**src/rtl/clk_monitor_defs.svh**
```systemverilog
`ifndef CLK_MONITOR_DEFS_SVH
`define CLK_MONITOR_DEFS_SVH

// APB bus sizes
`define APB_ADDR_W   8
`define APB_DATA_W   32

// register map, byte addresses
`define REG_CTRL     8'h00
`define REG_WINDOW   8'h04
`define REG_LIMIT    8'h08
`define REG_FREQ     8'h0C      // read only
`define REG_STATUS   8'h10      // read only

// counter widths
`define WINDOW_W     24
`define FREQ_W       32
`define HEARTBEAT_W  26

// register reset values
`define WINDOW_RESET 1000       // clk_usb cycles per measurement
`define LIMIT_RESET  4          // allowed count drift between windows

`endif

```
**src/rtl/clk_monitor_pkg.sv**
```systemverilog
`include "clk_monitor_defs.svh"

package clk_monitor_pkg;

   typedef enum logic [1:0] {
      LED_STATUS    = 2'd0,
      LED_HEARTBEAT = 2'd1,
      LED_METER     = 2'd2,
      LED_GAIN      = 2'd3
   } led_mode_t;

   // CTRL register layout, LSB last
   typedef struct packed {
      logic [19:0] reserved;
      logic        clear_change;     // write one to clear, reads zero
      logic        monitor_disable;
      led_mode_t   led_mode;
      logic [7:0]  gain;
   } ctrl_fields_t;

   typedef union packed {
      logic [`APB_DATA_W-1:0] raw;
      ctrl_fields_t           f;
   } ctrl_word_u;

   typedef struct packed {
      logic [`WINDOW_W-1:0] window;
      logic [`FREQ_W-1:0]   limit;
      logic                 monitor_disable;
      logic                 clear_change;
   } meter_cfg_t;

   typedef struct packed {
      logic [`FREQ_W-1:0] freq;
      logic               valid;
      logic               change;
      logic               measure_pulse;
   } meter_result_t;

   typedef struct packed {
      logic [7:0] gain;
      led_mode_t  led_mode;
   } panel_cfg_t;

endpackage

```
**src/rtl/clk_monitor_top.sv**
```systemverilog
`timescale 1ns/1ps
`include "clk_monitor_defs.svh"

module clk_monitor_top import clk_monitor_pkg::*; (
   input  logic                   clk_usb,
   input  logic                   reset,
   input  logic [`APB_ADDR_W-1:0] paddr_i,
   input  logic                   psel_i,
   input  logic                   penable_i,
   input  logic                   pwrite_i,
   input  logic [`APB_DATA_W-1:0] pwdata_i,
   input  logic                   ext_clk_i,      // target clock, below clk_usb/2
   output logic [`APB_DATA_W-1:0] prdata_o,
   output logic                   pready_o,
   output logic                   pslverr_o,
   output logic                   led_a_o,
   output logic                   led_b_o,
   output logic                   amp_gain_o
);

   meter_cfg_t    meter_cfg;
   panel_cfg_t    panel_cfg;
   meter_result_t meter_result;
   logic [1:0]    beat;
   logic          flash;

   monitor_apb_regs regs_i (
      .clk_usb     (clk_usb),
      .reset       (reset),
      .paddr_i     (paddr_i),
      .psel_i      (psel_i),
      .penable_i   (penable_i),
      .pwrite_i    (pwrite_i),
      .pwdata_i    (pwdata_i),
      .result_i    (meter_result),
      .prdata_o    (prdata_o),
      .pready_o    (pready_o),
      .pslverr_o   (pslverr_o),
      .meter_cfg_o (meter_cfg),
      .panel_cfg_o (panel_cfg)
   );

   ext_clk_meter meter_i (
      .clk_usb   (clk_usb),
      .reset     (reset),
      .ext_clk_i (ext_clk_i),
      .cfg_i     (meter_cfg),
      .result_o  (meter_result)
   );

   heartbeat_timer heartbeat_i (
      .clk_usb (clk_usb),
      .reset   (reset),
      .beat_o  (beat),
      .flash_o (flash)
   );

   panel_driver panel_i (
      .clk_usb    (clk_usb),
      .reset      (reset),
      .cfg_i      (panel_cfg),
      .result_i   (meter_result),
      .beat_i     (beat),
      .flash_i    (flash),
      .ext_clk_i  (ext_clk_i),
      .led_a_o    (led_a_o),
      .led_b_o    (led_b_o),
      .amp_gain_o (amp_gain_o)
   );

endmodule

```
**src/rtl/ext_clk_meter.sv**
```systemverilog
`timescale 1ns/1ps
`include "clk_monitor_defs.svh"

module ext_clk_meter import clk_monitor_pkg::*; (
   input  logic          clk_usb,
   input  logic          reset,
   input  logic          ext_clk_i,
   input  meter_cfg_t    cfg_i,
   output meter_result_t result_o
);

   logic                 ext_meta;
   logic                 ext_sync;
   logic                 ext_prev;
   logic                 rise;
   logic [`WINDOW_W-1:0] win_left;     // cycles left in current window
   logic [`WINDOW_W-1:0] win_len_m1;
   logic                 win_end;
   logic [`FREQ_W-1:0]   edge_cnt;
   logic [`FREQ_W-1:0]   new_cnt;
   logic [`FREQ_W-1:0]   diff;
   logic [`FREQ_W-1:0]   freq_q;
   logic                 valid_q;
   logic                 change_q;
   logic                 pulse_q;

   // target clock must stay below half of clk_usb for this to see every edge
   always_ff @(posedge clk_usb) begin
      if (reset) begin
         ext_meta <= 1'b0;
         ext_sync <= 1'b0;
         ext_prev <= 1'b0;
      end else begin
         ext_meta <= ext_clk_i;
         ext_sync <= ext_meta;
         ext_prev <= ext_sync;
      end
   end

   assign rise    = ext_sync & ~ext_prev;
   assign win_end = (win_left == '0);
   assign new_cnt = edge_cnt + `FREQ_W'(rise);   // includes an edge on the last cycle
   assign diff    = (new_cnt > freq_q) ? (new_cnt - freq_q) : (freq_q - new_cnt);

   // windows shorter than two cycles are stretched to two
   assign win_len_m1 = (cfg_i.window < `WINDOW_W'(2)) ? `WINDOW_W'(1)
                                                    : cfg_i.window - `WINDOW_W'(1);

   always_ff @(posedge clk_usb) begin
      if (reset) begin
         win_left <= `WINDOW_W'(`WINDOW_RESET - 1);
         edge_cnt <= '0;
         freq_q   <= '0;
         valid_q  <= 1'b0;
         pulse_q  <= 1'b0;
      end else begin
         pulse_q <= win_end;
         if (win_end) begin
            win_left <= win_len_m1;     // length latched at window start
            edge_cnt <= '0;
            freq_q   <= new_cnt;
            valid_q  <= 1'b1;
         end else begin
            win_left <= win_left - `WINDOW_W'(1);
            edge_cnt <= new_cnt;
         end
      end
   end

   // sticky alarm on a jump between consecutive measurements
   always_ff @(posedge clk_usb) begin
      if (reset)
         change_q <= 1'b0;
      else if (cfg_i.monitor_disable || cfg_i.clear_change)
         change_q <= 1'b0;
      else if (win_end && valid_q && (new_cnt != '0) && (diff > cfg_i.limit))
         change_q <= 1'b1;
   end

   always_comb begin
      result_o.freq          = freq_q;
      result_o.valid         = valid_q;
      result_o.change        = change_q;
      result_o.measure_pulse = pulse_q;
   end

   a_pulse_single: assert property (@(posedge clk_usb) disable iff (reset)
      pulse_q |=> !pulse_q);

endmodule

```
**src/rtl/heartbeat_timer.sv**
```systemverilog
`timescale 1ns/1ps
`include "clk_monitor_defs.svh"

module heartbeat_timer (
   input  logic       clk_usb,
   input  logic       reset,
   output logic [1:0] beat_o,
   output logic       flash_o
);

   logic [`HEARTBEAT_W-1:0] count_q;
   logic                    flash_q;

   always_ff @(posedge clk_usb) begin
      if (reset)
         count_q <= '0;
      else
         count_q <= count_q + `HEARTBEAT_W'(1);   // free running, wraps
   end

   // blink only during the upper half of the period, then hold
   always_ff @(posedge clk_usb) begin
      if (reset)
         flash_q <= 1'b0;
      else if (count_q[`HEARTBEAT_W-1])
         flash_q <= ~count_q[`HEARTBEAT_W-2];
   end

   assign beat_o  = count_q[`HEARTBEAT_W-1:`HEARTBEAT_W-2];
   assign flash_o = flash_q;

endmodule

```
**src/rtl/monitor_apb_regs.sv**
```systemverilog
`timescale 1ns/1ps
`include "clk_monitor_defs.svh"

module monitor_apb_regs import clk_monitor_pkg::*; (
   input  logic                   clk_usb,
   input  logic                   reset,
   input  logic [`APB_ADDR_W-1:0] paddr_i,
   input  logic                   psel_i,
   input  logic                   penable_i,
   input  logic                   pwrite_i,
   input  logic [`APB_DATA_W-1:0] pwdata_i,
   input  meter_result_t          result_i,
   output logic [`APB_DATA_W-1:0] prdata_o,
   output logic                   pready_o,
   output logic                   pslverr_o,
   output meter_cfg_t             meter_cfg_o,
   output panel_cfg_t             panel_cfg_o
);

   ctrl_word_u wr_word;                  // pwdata seen as CTRL fields
   ctrl_word_u ctrl_next;
   ctrl_word_u ctrl_q;
   logic [`WINDOW_W-1:0]   window_q;
   logic [`FREQ_W-1:0]     limit_q;
   logic                   clear_q;      // one-cycle clear_change pulse
   logic                   access;
   logic                   wr_en;
   logic                   addr_hit;
   logic [`APB_DATA_W-1:0] rdata;

   assign access = psel_i & penable_i;   // access phase, no wait states
   assign wr_en  = access & pwrite_i;

   always_comb begin
      wr_word.raw                  = pwdata_i;
      ctrl_next.raw                = '0;  // reserved bits and clear_change read zero
      ctrl_next.f.gain             = wr_word.f.gain;
      ctrl_next.f.led_mode         = wr_word.f.led_mode;
      ctrl_next.f.monitor_disable  = wr_word.f.monitor_disable;
   end

   // read mux and decode
   always_comb begin
      addr_hit = 1'b1;
      rdata    = '0;
      case (paddr_i)
         `REG_CTRL:   rdata = ctrl_q.raw;
         `REG_WINDOW: rdata = `APB_DATA_W'(window_q);
         `REG_LIMIT:  rdata = `APB_DATA_W'(limit_q);
         `REG_FREQ:   rdata = `APB_DATA_W'(result_i.freq);
         `REG_STATUS: rdata = `APB_DATA_W'({result_i.valid, result_i.change});
         default:     addr_hit = 1'b0;
      endcase
   end

   assign prdata_o  = rdata;
   assign pready_o  = 1'b1;
   assign pslverr_o = access & ~addr_hit;

   always_ff @(posedge clk_usb) begin
      if (reset) begin
         ctrl_q.raw <= '0;
         window_q   <= `WINDOW_W'(`WINDOW_RESET);
         limit_q    <= `FREQ_W'(`LIMIT_RESET);
         clear_q    <= 1'b0;
      end else begin
         clear_q <= 1'b0;
         if (wr_en) begin
            case (paddr_i)
               `REG_CTRL: begin
                  ctrl_q  <= ctrl_next;
                  clear_q <= wr_word.f.clear_change;
               end
               `REG_WINDOW: window_q <= pwdata_i[`WINDOW_W-1:0];
               `REG_LIMIT:  limit_q  <= pwdata_i[`FREQ_W-1:0];
               default: ;   // FREQ, STATUS and holes ignore writes
            endcase
         end
      end
   end

   always_comb begin
      meter_cfg_o.window          = window_q;
      meter_cfg_o.limit           = limit_q;
      meter_cfg_o.monitor_disable = ctrl_q.f.monitor_disable;
      meter_cfg_o.clear_change    = clear_q;
      panel_cfg_o.gain            = ctrl_q.f.gain;
      panel_cfg_o.led_mode        = ctrl_q.f.led_mode;
   end

   // an access cycle must follow a setup cycle of the same transfer
   a_apb_setup_first: assert property (@(posedge clk_usb) disable iff (reset)
      penable_i |-> psel_i && $past(psel_i && !penable_i));

endmodule

```
**src/rtl/panel_driver.sv**
```systemverilog
`timescale 1ns/1ps

module panel_driver import clk_monitor_pkg::*; (
   input  logic          clk_usb,
   input  logic          reset,
   input  panel_cfg_t    cfg_i,
   input  meter_result_t result_i,
   input  logic [1:0]    beat_i,
   input  logic          flash_i,
   input  logic          ext_clk_i,
   output logic          led_a_o,
   output logic          led_b_o,
   output logic          amp_gain_o
);

   logic       ext_meta;
   logic       ext_sync;
   logic       meas_tgl;      // flips on every finished measurement
   logic [8:0] acc_q;         // bit 8 is the carry
   logic       led_a_q;
   logic       led_b_q;

   always_ff @(posedge clk_usb) begin
      if (reset) begin
         ext_meta <= 1'b0;
         ext_sync <= 1'b0;
         meas_tgl <= 1'b0;
         acc_q    <= '0;
      end else begin
         ext_meta <= ext_clk_i;
         ext_sync <= ext_meta;
         if (result_i.measure_pulse)
            meas_tgl <= ~meas_tgl;
         acc_q <= {1'b0, acc_q[7:0]} + {1'b0, cfg_i.gain};   // first-order PWM
      end
   end

   assign amp_gain_o = acc_q[8];

   always_ff @(posedge clk_usb) begin
      if (reset) begin
         led_a_q <= 1'b0;
         led_b_q <= 1'b0;
      end else if (result_i.change) begin
         led_a_q <= flash_i;    // alarm overrides any mode
         led_b_q <= flash_i;
      end else begin
         unique case (cfg_i.led_mode)
            LED_STATUS: begin
               led_a_q <= result_i.valid;
               led_b_q <= meas_tgl;
            end
            LED_HEARTBEAT: begin
               led_a_q <= beat_i[1];
               led_b_q <= beat_i[0];
            end
            LED_METER: begin
               led_a_q <= ext_sync;
               led_b_q <= result_i.change;
            end
            LED_GAIN: begin
               led_a_q <= acc_q[8];
               led_b_q <= ~acc_q[8];
            end
         endcase
      end
   end

   assign led_a_o = led_a_q;
   assign led_b_o = led_b_q;

   a_alarm_leds_equal: assert property (@(posedge clk_usb) disable iff (reset)
      result_i.change |=> (led_a_o == led_b_o));

endmodule

```
**config.mk**
```make
export PLATFORM = sky130hd
export DESIGN_NAME = clk_monitor_top
export DESIGN_NICKNAME = d
export VERILOG_FILES = /design/src/rtl/clk_monitor_pkg.sv /design/src/rtl/clk_monitor_top.sv /design/src/rtl/ext_clk_meter.sv /design/src/rtl/heartbeat_timer.sv /design/src/rtl/monitor_apb_regs.sv /design/src/rtl/panel_driver.sv
export VERILOG_INCLUDE_DIRS = /design/src /design/src/rtl
export SDC_FILE = /design/constraint.sdc
export NUM_CORES = 1
export LEC_CHECK = 0
export BUFFER_PORTS_ARGS = -buffer_cell sky130_fd_sc_hd__buf_2
export CAP_MARGIN = 20
export CORE_MARGIN = 5
export CORE_UTILIZATION = 56
export DETAILED_ROUTE_END_ITERATION = 12
export PLACE_DENSITY = 0.84
export SLEW_MARGIN = 5
export SYNTH_ARGS = -nofsm -noshare
export SYNTH_HDL_FRONTEND = slang
export SYNTH_SLANG_ARGS = --single-unit
```
**constraint.sdc**
```tcl
create_clock -name clk_usb -period 6.4 [get_ports clk_usb]
set_input_delay 0.32 -clock clk_usb [delete_from_list [all_inputs] [get_ports clk_usb]]
set_output_delay 0.32 -clock clk_usb [all_outputs]
set_load 0.05 [all_outputs]
```
==> summary.txt, run 1 <==
Min setup slack post-route -> 0.321 ns
Async SR Flop Fraction -> 0%
Total met2 wirelength after detailed routing -> 17.6 mm
Worst Reg2Reg Path Length in Cells -> 29
Total die area -> 26800 sq um
Io pins -> 83
Worst Setup EP -> meter_i.change_q
Critical path class -> flop to flop
Worst-Margin Slew -> 0.872 ns
Number of flip-flops and latches in the synthesized netlist -> 201
Top routing layer in use -> met4
Count of mapped cells out of synthesis -> 1736
Final Non-Filler Cells -> 2162
Antenna violations before repair -> 0
Number of setup violations in the final report -> 0
Reg clk slew, reported paths -> 0.06 ns
Summed instance area of the synthesized netlist -> 13200 sq um
Met1 wire length -> 16.8 mm
Avg Cell Area, Syn -> 7.62 sq um
R2R Setup Slk -> 0.32 ns
Maxcap violations -> 0
Slew margin rel. -> 41.9%
Number of distinct library cells after synthesis -> 66
Yosys warning total -> 0
Length of the first detailed-routing pass in iterations -> 7
Vias in the first global route -> 12.0k
# diodes -> 0
Clock network fraction of design power -> 46.1%
Synth area leader -> sky130_fd_sc_hd__dfxtp_1
Cell row count -> 56
Met3 WL post-DR -> 2.73 mm
Total DRC errors in the routed layout -> 0
Crit Path Max Fanout -> 20
Wire length after detailed routing -> 38.8 mm
Weighted congestion reported at the end of routability-driven placement -> 0.965
TritonCTS clock tree -> built
Maximum clock rate -> 164 MHz
Library cell used as clock root buffer -> sky130_fd_sc_hd__clkbuf_16
Fill cell instance count of the final layout -> 2006
CTS H-Tree Depth -> 1
Switching share of total power -> 24.9%
Largest stage delay on the critical path -> 0.55 ns
Reg-to-reg critical path endpoint -> meter_i.change_q
Arrival @ worst endpoint -> 6.53 ns
Critical Path Start Type -> flop
Count leader, synth -> sky130_fd_sc_hd__nand2_1
Iteration-0 DRC count of the detailed router -> 1188
Run status -> complete, no violations
Part of the power in registers -> 42.8%
TritonCTS sink count -> 201
Switching component of the power -> 732 uW
Count of buffers from port buffering -> 81
Minimum clock period -> 6.08 ns
Post-DR vias/cell -> 5.86
Detail Route Antenna Nets -> 0
Effective utilization at floorplan -> 56.6%
Class of the tightest hold or removal check -> input pin to flop
Pleak -> 0.00641 uW
Share of the synthesized area in the top cell type -> 30.4%
Pin count of the biggest net entering global routing -> 83
Count of pins over their slew limit -> 0
Internal Power -> 2210 uW
Sequential fraction of the synthesis area -> 30.4%
Unrepaired setup endpoints after global routing -> no
Post-Place Setup Slack -> 0.0184 ns
Worst endpoint required time -> 6.85 ns
Hold violation total from the final report -> 0
Die Height -> 164 microns
Endpoint class of the critical path -> flop
Synth cell count leaders -> sky130_fd_sc_hd__nand2_1 (230), sky130_fd_sc_hd__dfxtp_1 (201), sky130_fd_sc_hd__nor2_1 (180)
Via total after detailed routing -> 12.7k
Reg-to-reg startpoint -> meter_i.ext_sync
Source-to-sink clock delay at the later pin of the worst-skew pair -> 0.53 ns
Post-DP HPWL -> 29.5 mm
Post-layout net count -> 1985
Number of placed instances with taps included -> 2113
Synth Net Count -> 1893
Mean routed wirelength per cell -> 17.9 microns
Source of the critical timing path -> meter_i.ext_sync
Clock Skews -> 0.0176 ns
Std-Cell Core Area -> 23400 sq um
CTS Buf Count -> 23
Power density of the placed cells -> 194 nW/um^2
Proportion of layout cells with a drive suffix above 1 -> 12.7%
Overall fraction of global-route tracks in use -> 28.0%
Period Utilization, post-route -> 95.0%
Global-route wire length before repair -> 61.2 mm
Highest-delay cell along the critical path -> sky130_fd_sc_hd__or4_1
Gate power share -> 11.1%
Post-synth EDFFs -> 0
Largest buffer count on any clock path -> 3
Main synth FF type -> sky130_fd_sc_hd__dfxtp_1
Leading cell types by total area after synthesis -> sky130_fd_sc_hd__dfxtp_1 (30%), sky130_fd_sc_hd__ha_1 (10%), sky130_fd_sc_hd__nand2_1 (6.5%)
Area delta synth->final -> 14.8%
IR drop worst, VDD -> 0.235 mV
Sum of negative setup slack -> 0 ns
GR Overflow Total -> 0
Die Width -> 164 microns
layer usage:
layer | track usage, % | vias up
met5 | 0 | -
li1 | - | 6160
met1 | 37.9 | 5914
met3 | 4.07 | 97
met2 | 45.5 | 498
met4 | 10.4 | 0
timing repair:
item | in CTS | in global routing
pin swaps | 1 | 10
gates resized for setup | 3 | 22
setup endpoints to repair | 1 | 1
endpoints found under the hold margin | 1 | 0
hold buffers | 1 | 0
buffers inserted | 1 | 5
worst min-delay path by stage:
stage	cells past startpoint	slack [ns]	to	from
after CTS	3	0.008	regs_i.limit_q[30]	pwdata_i[30]
after detailed placement	1	0.44	heartbeat_i.flash_o	heartbeat_i.count_q[24]
final	3	0.03	regs_i.limit_q[29]	pwdata_i[29]
after global placement	1	0.42	heartbeat_i.flash_o	heartbeat_i.count_q[24]
after floorplan	1	0.41	meter_i.ext_sync	panel_i.ext_meta
after global routing	3	0.02	regs_i.limit_q[30]	pwdata_i[30]
layout by cell type, fill, tap and decap left out, types with 17 or more instances in the layout:
cell type | synthesis | final
sky130_fd_sc_hd__inv_1 | 126 | 125
sky130_fd_sc_hd__nand2b_1 | 17 | 17
sky130_fd_sc_hd__a21o_1 | 35 | 35
sky130_fd_sc_hd__mux2i_1 | 30 | 29
sky130_fd_sc_hd__xor2_1 | 59 | 57
sky130_fd_sc_hd__o21ai_0 | 76 | 75
sky130_fd_sc_hd__clkbuf_16 | 0 | 23
sky130_fd_sc_hd__nand2_1 | 230 | 229
sky130_fd_sc_hd__a211oi_1 | 37 | 35
sky130_fd_sc_hd__a22oi_1 | 23 | 23
sky130_fd_sc_hd__buf_4 | 2 | 73
sky130_fd_sc_hd__o21bai_1 | 19 | 19
sky130_fd_sc_hd__dfxtp_1 | 201 | 201
sky130_fd_sc_hd__a21oi_1 | 155 | 151
sky130_fd_sc_hd__ha_1 | 108 | 105
sky130_fd_sc_hd__nor3_1 | 35 | 32
sky130_fd_sc_hd__nand4_1 | 28 | 28
sky130_fd_sc_hd__buf_2 | 21 | 80
sky130_fd_sc_hd__nor2_1 | 180 | 179
sky130_fd_sc_hd__nand3_1 | 38 | 38
sky130_fd_sc_hd__xnor2_1 | 69 | 69
cells by family after synthesis:
| group | count (synthesis) | share of synthesized area (%) |
|---|---|---|
| AND/OR/NAND/NOR | 624 | 21.7 |
| AO/OA/AOI/OAI | 416 | 19.4 |
| buffers and inverters | 218 | 6.44 |
| flip-flops | 201 | 30.4 |
| XOR/XNOR | 128 | 8.47 |
| adder cells (fa/ha/maj) | 111 | 10.7 |
| multiplexers | 37 | 2.95 |
| other | 1 | 0.0283 |
through the flow:
| step | power [uW] | utilization [%] | cell area, sq um | hold slack (ns) |
|---|---|---|---|---|
| 2_1_floorplan | 1490 | - | 13200 | 0.414 |
| 3_3_place_gp | 1590 | 60.8 | 14200 | 0.424 |
| 3_5_place_dp | 1600 | 60.8 | 14200 | 0.436 |
| 4_1_cts | 2950 | 64.3 | 15000 | 0.00754 |
| 5_1_grt | 3050 | 64.9 | 15200 | 0.0170 |
| 6_report | 2940 | 64.9 | 15200 | 0.0266 |
worst max-delay path: cells and delay by family, from the launching register on:
kind / cells / cell delay [ns]
DFF: 1 / 0.34
adders and majority gates: 3 / 0.80
buffers and inverters: 4 / 0.55
AOI/OAI and AO/OA: 11 / 1.85
and+or+nand+nor: 9 / 2.11
xor gates and xnor gates: 2 / 0.32
registers in the layout, indices dropped and copies added (netlist names), 9 cells and up:
signal / flops
heartbeat_i.count_q: 26
meter_i.edge_cnt: 32
meter_i.freq_q: 32
meter_i.win_left: 24
panel_i.acc_q: 9
regs_i.ctrl_q: 11
regs_i.limit_q: 32
regs_i.window_q: 24
power groups by stage:
stage	Combinational (uW)	Clock (uW)	Sequential [uW]
floorplan	207	0	1290
global placement	306	0	1290
detailed placement	311	0	1290
CTS	318	1370	1260
global route	352	1430	1260
finish	327	1360	1260
area by class of cell:
| class | count | area [sq um] | share of cell area (%) |
|---|---|---|---|
| Inverter | 126 | 473 | 3.11 |
| Clock buffer | 33 | 673 | 4.43 |
| Timing Repair Buffer | 159 | 1040 | 6.82 |
| Tap cell | 319 | 399 | 2.63 |
| Clock inverter | 7 | 106 | 0.700 |
| Multi-Input combinational cell | 1317 | 8490 | 55.8 |
| Sequential cell | 201 | 4020 | 26.5 |
(Power assumes the default switching activity.)
==> inputs of run 2 (changes only) <==
- ABC_AREA: not set -> 1
- CORE_UTILIZATION: 56 -> 57
- PLACE_DENSITY: 0.84 -> 0.85
==> run 2 against run 1 <==
  * Register-to-register slack better by 0.73 ns
  * Via count is 20% higher
  * Maximum frequency grew 14%
  * First-iteration DRC count increased by 23%
  * Sequential share of layout area fell by 1.5 points
  * Largest cell class unchanged
  * Largest power group unchanged
==> summary.txt, run 2 <==
Run status -> complete, no violations
Largest buffer count on any clock path -> 3
Slew margin rel. -> 38.3%
Post-DP HPWL -> 38.3 mm
Highest-delay cell along the critical path -> sky130_fd_sc_hd__ha_1
Count of mapped cells out of synthesis -> 2243
GR Overflow Total -> 0
Crit Path Max Fanout -> 33
Sequential standard cell area -> 4020 sq um
Die Width -> 170 microns
Most frequent standard cell in the layout excluding fill and tap cells -> sky130_fd_sc_hd__nand2_1
Clock Skews -> 0.0233 ns
Sequential fraction of the synthesis area -> 27.4%
Synth area leader -> sky130_fd_sc_hd__dfxtp_1
Largest stage delay on the critical path -> 0.42 ns
Main synth FF type -> sky130_fd_sc_hd__dfxtp_1
Minimum clock period -> 5.35 ns
Global-route wire length before repair -> 74.9 mm
Unrepaired setup endpoints after global routing -> no
Async SR Flop Fraction -> 0%
Via total after detailed routing -> 15.2k
Pin count of the biggest net entering global routing -> 92
Total die area -> 29000 sq um
Synth cell count leaders -> sky130_fd_sc_hd__nand2_1 (491), sky130_fd_sc_hd__inv_1 (312), sky130_fd_sc_hd__nor2_1 (263)
Number of setup violations in the final report -> 0
Count of pins over their slew limit -> 0
Worst endpoint required time -> 6.87 ns
Vias in the first global route -> 14.4k
Library cell used as clock root buffer -> sky130_fd_sc_hd__clkbuf_16
TritonCTS sink count -> 201
Sum of negative setup slack -> 0 ns
Largest registers -> meter_i.edge_cnt x32, meter_i.freq_q x32, regs_i.limit_q x32
Count of buffers from port buffering -> 81
Maxcap violations -> 0
Overall fraction of global-route tracks in use -> 32.2%
TritonCTS clock tree -> built
Leading cell types by total area after synthesis -> sky130_fd_sc_hd__dfxtp_1 (27%), sky130_fd_sc_hd__nand2_1 (13%), sky130_fd_sc_hd__ha_1 (9.2%)
Source-to-sink clock delay at the later pin of the worst-skew pair -> 0.54 ns
Reg clk slew, reported paths -> 0.06 ns
Post-DR vias/cell -> 5.72
Post-Place Setup Slack -> 1.14 ns
Arrival @ worst endpoint -> 5.83 ns
Worst-Margin Slew -> 0.925 ns
Most frequent cell on the critical path -> sky130_fd_sc_hd__nand2_1
Post-synth EDFFs -> 0
Std-Cell Core Area -> 25300 sq um
Die Height -> 170 microns
# diodes -> 0
Proportion of layout cells with a drive suffix above 1 -> 10.4%
Hold violation total from the final report -> 0
Antenna violations before repair -> 0
Class of the tightest hold or removal check -> input pin to flop
Critical Path Start Type -> flop
Maximum clock rate -> 187 MHz
Avg Cell Area, Syn -> 6.54 sq um
CTS Buf Count -> 24
Number of flip-flops and latches in the synthesized netlist -> 201
Area delta synth->final -> 9.92%
Synth Net Count -> 2400
CTS H-Tree Depth -> 1
Weighted congestion reported at the end of routability-driven placement -> 1.03
Post-CTS setup repair buffer count -> 0
Total DRC errors in the routed layout -> 0
Yosys warning total -> 0
Min setup slack post-route -> 1.05 ns
Count leader, synth -> sky130_fd_sc_hd__nand2_1
Iteration-0 DRC count of the detailed router -> 1459
Detail Route Antenna Nets -> 0
Number of distinct library cells after synthesis -> 58
Share of the synthesized area in the top cell type -> 27.4%
Summed instance area of the synthesized netlist -> 14700 sq um
Mean routed wirelength per cell -> 18.2 microns
Area of combinational cells with multiple inputs -> 9080 sq um
Fill cell instance count of the final layout -> 2262
Endpoint class of the critical path -> flop
Post-layout net count -> 2459
Pleak -> 0.00783 uW
Highest-count cells in the layout ignoring fill and taps -> sky130_fd_sc_hd__nand2_1 (491), sky130_fd_sc_hd__inv_1 (311), sky130_fd_sc_hd__nor2_1 (263)
Effective utilization at floorplan -> 58.1%
Power density of the placed cells -> 191 nW/um^2
Wire length after detailed routing -> 48.3 mm
Io pins -> 83
Cell row count -> 58
Period Utilization, post-route -> 83.7%
IR drop worst, VDD -> 0.227 mV
Critical path class -> flop to flop
Length of the first detailed-routing pass in iterations -> 7
run 2: changes by cell type after synthesis, sizes merged, moves of 36 or more:
| cell | previous run | this run |
|---|---|---|
| a21oi | 155 | 195 |
| clkbuf | 63 | 23 |
| o21ai | 78 | 176 |
| a211oi | 37 | 1 |
| inv | 126 | 339 |
| nand3 | 39 | 82 |
| nor2 | 180 | 301 |
| nand2 | 230 | 513 |
| xnor2 | 69 | 8 |
run 2: cell type report:
type,count,area share (%)
Inverter,340,7.93
Sequential cell,201,25.0
Timing Repair Buffer,88,3.00
Multi-Input combinational cell,1647,56.3
Clock inverter,14,1.21
Tap cell,330,2.56
Clock buffer,30,3.99
run 2: path summary, 6_finish.rpt:
path | start | end | slack, ns | cells after the start
hold reg to reg | panel_i.ext_meta | meter_i.ext_sync | 0.41 | 2
setup reg to reg | meter_i.ext_sync | meter_i.change_q | 1.05 | 33
hold / removal | pwdata_i[9] | regs_i.window_q[9] | 0.06 | 3
setup / recovery | meter_i.ext_sync | meter_i.change_q | 1.05 | 33
run 2: per-stage QoR:
step	util (%)	power, uW	cells	hold slack, ns	instance area, sq um
after global routing	63.8	3170	2650	0.0621	16100
after detailed placement	60.3	1630	2603	0.406	15200
after global placement	60.3	1620	2603	0.408	15200
after CTS	63.7	3070	2648	0.0464	16100
final	63.8	3070	2650	0.0607	16100
after floorplan	-	1530	2243	0.388	14700
run 2: kinds of logic (layout without fill, tap and decap cells):
logic type               after synthesis  after routing  share of synthesized area [%]
AND/OR/NAND/NOR                      971            971                           29.0
AO/OA/AOI/OAI                        494            494                           19.0
buffers and inverters                395            472                           10.7
flip-flops                           201            201                           27.4
adder cells (fa/ha/maj)              111            111                           9.63
XOR/XNOR                              70             70                           4.18
other                                  1              1                         0.0256
run 2: worst max-delay path: cells and delay by family, from the launching register on:
kind | cells | cell delay (ns)
compound gates | 1 | 0.12
fa+ha+maj | 4 | 1.10
buf+inv | 5 | 0.67
flops | 1 | 0.32
simple gates | 23 | 3.06
run 2: report_power, final:
group          internal, uW  switching, uW
Combinational           121            235
Sequential             1260           2.91
Clock                   880            577
run 2: repair_timing:
action	CTS	global route
hold endpoints to repair	1	0
hold buffers	1	0
resized for setup	0	0
endpoints found under the setup margin	0	0
run 2: routing by layer:
metal  track usage [%]  up-vias  wire (microns)
met2              54.5      699           22500
met4              13.1        0            2110
met3              4.99      131            4040
met5                 0        -               0
li1                  -     7430               -
met1              41.0     6895           19700
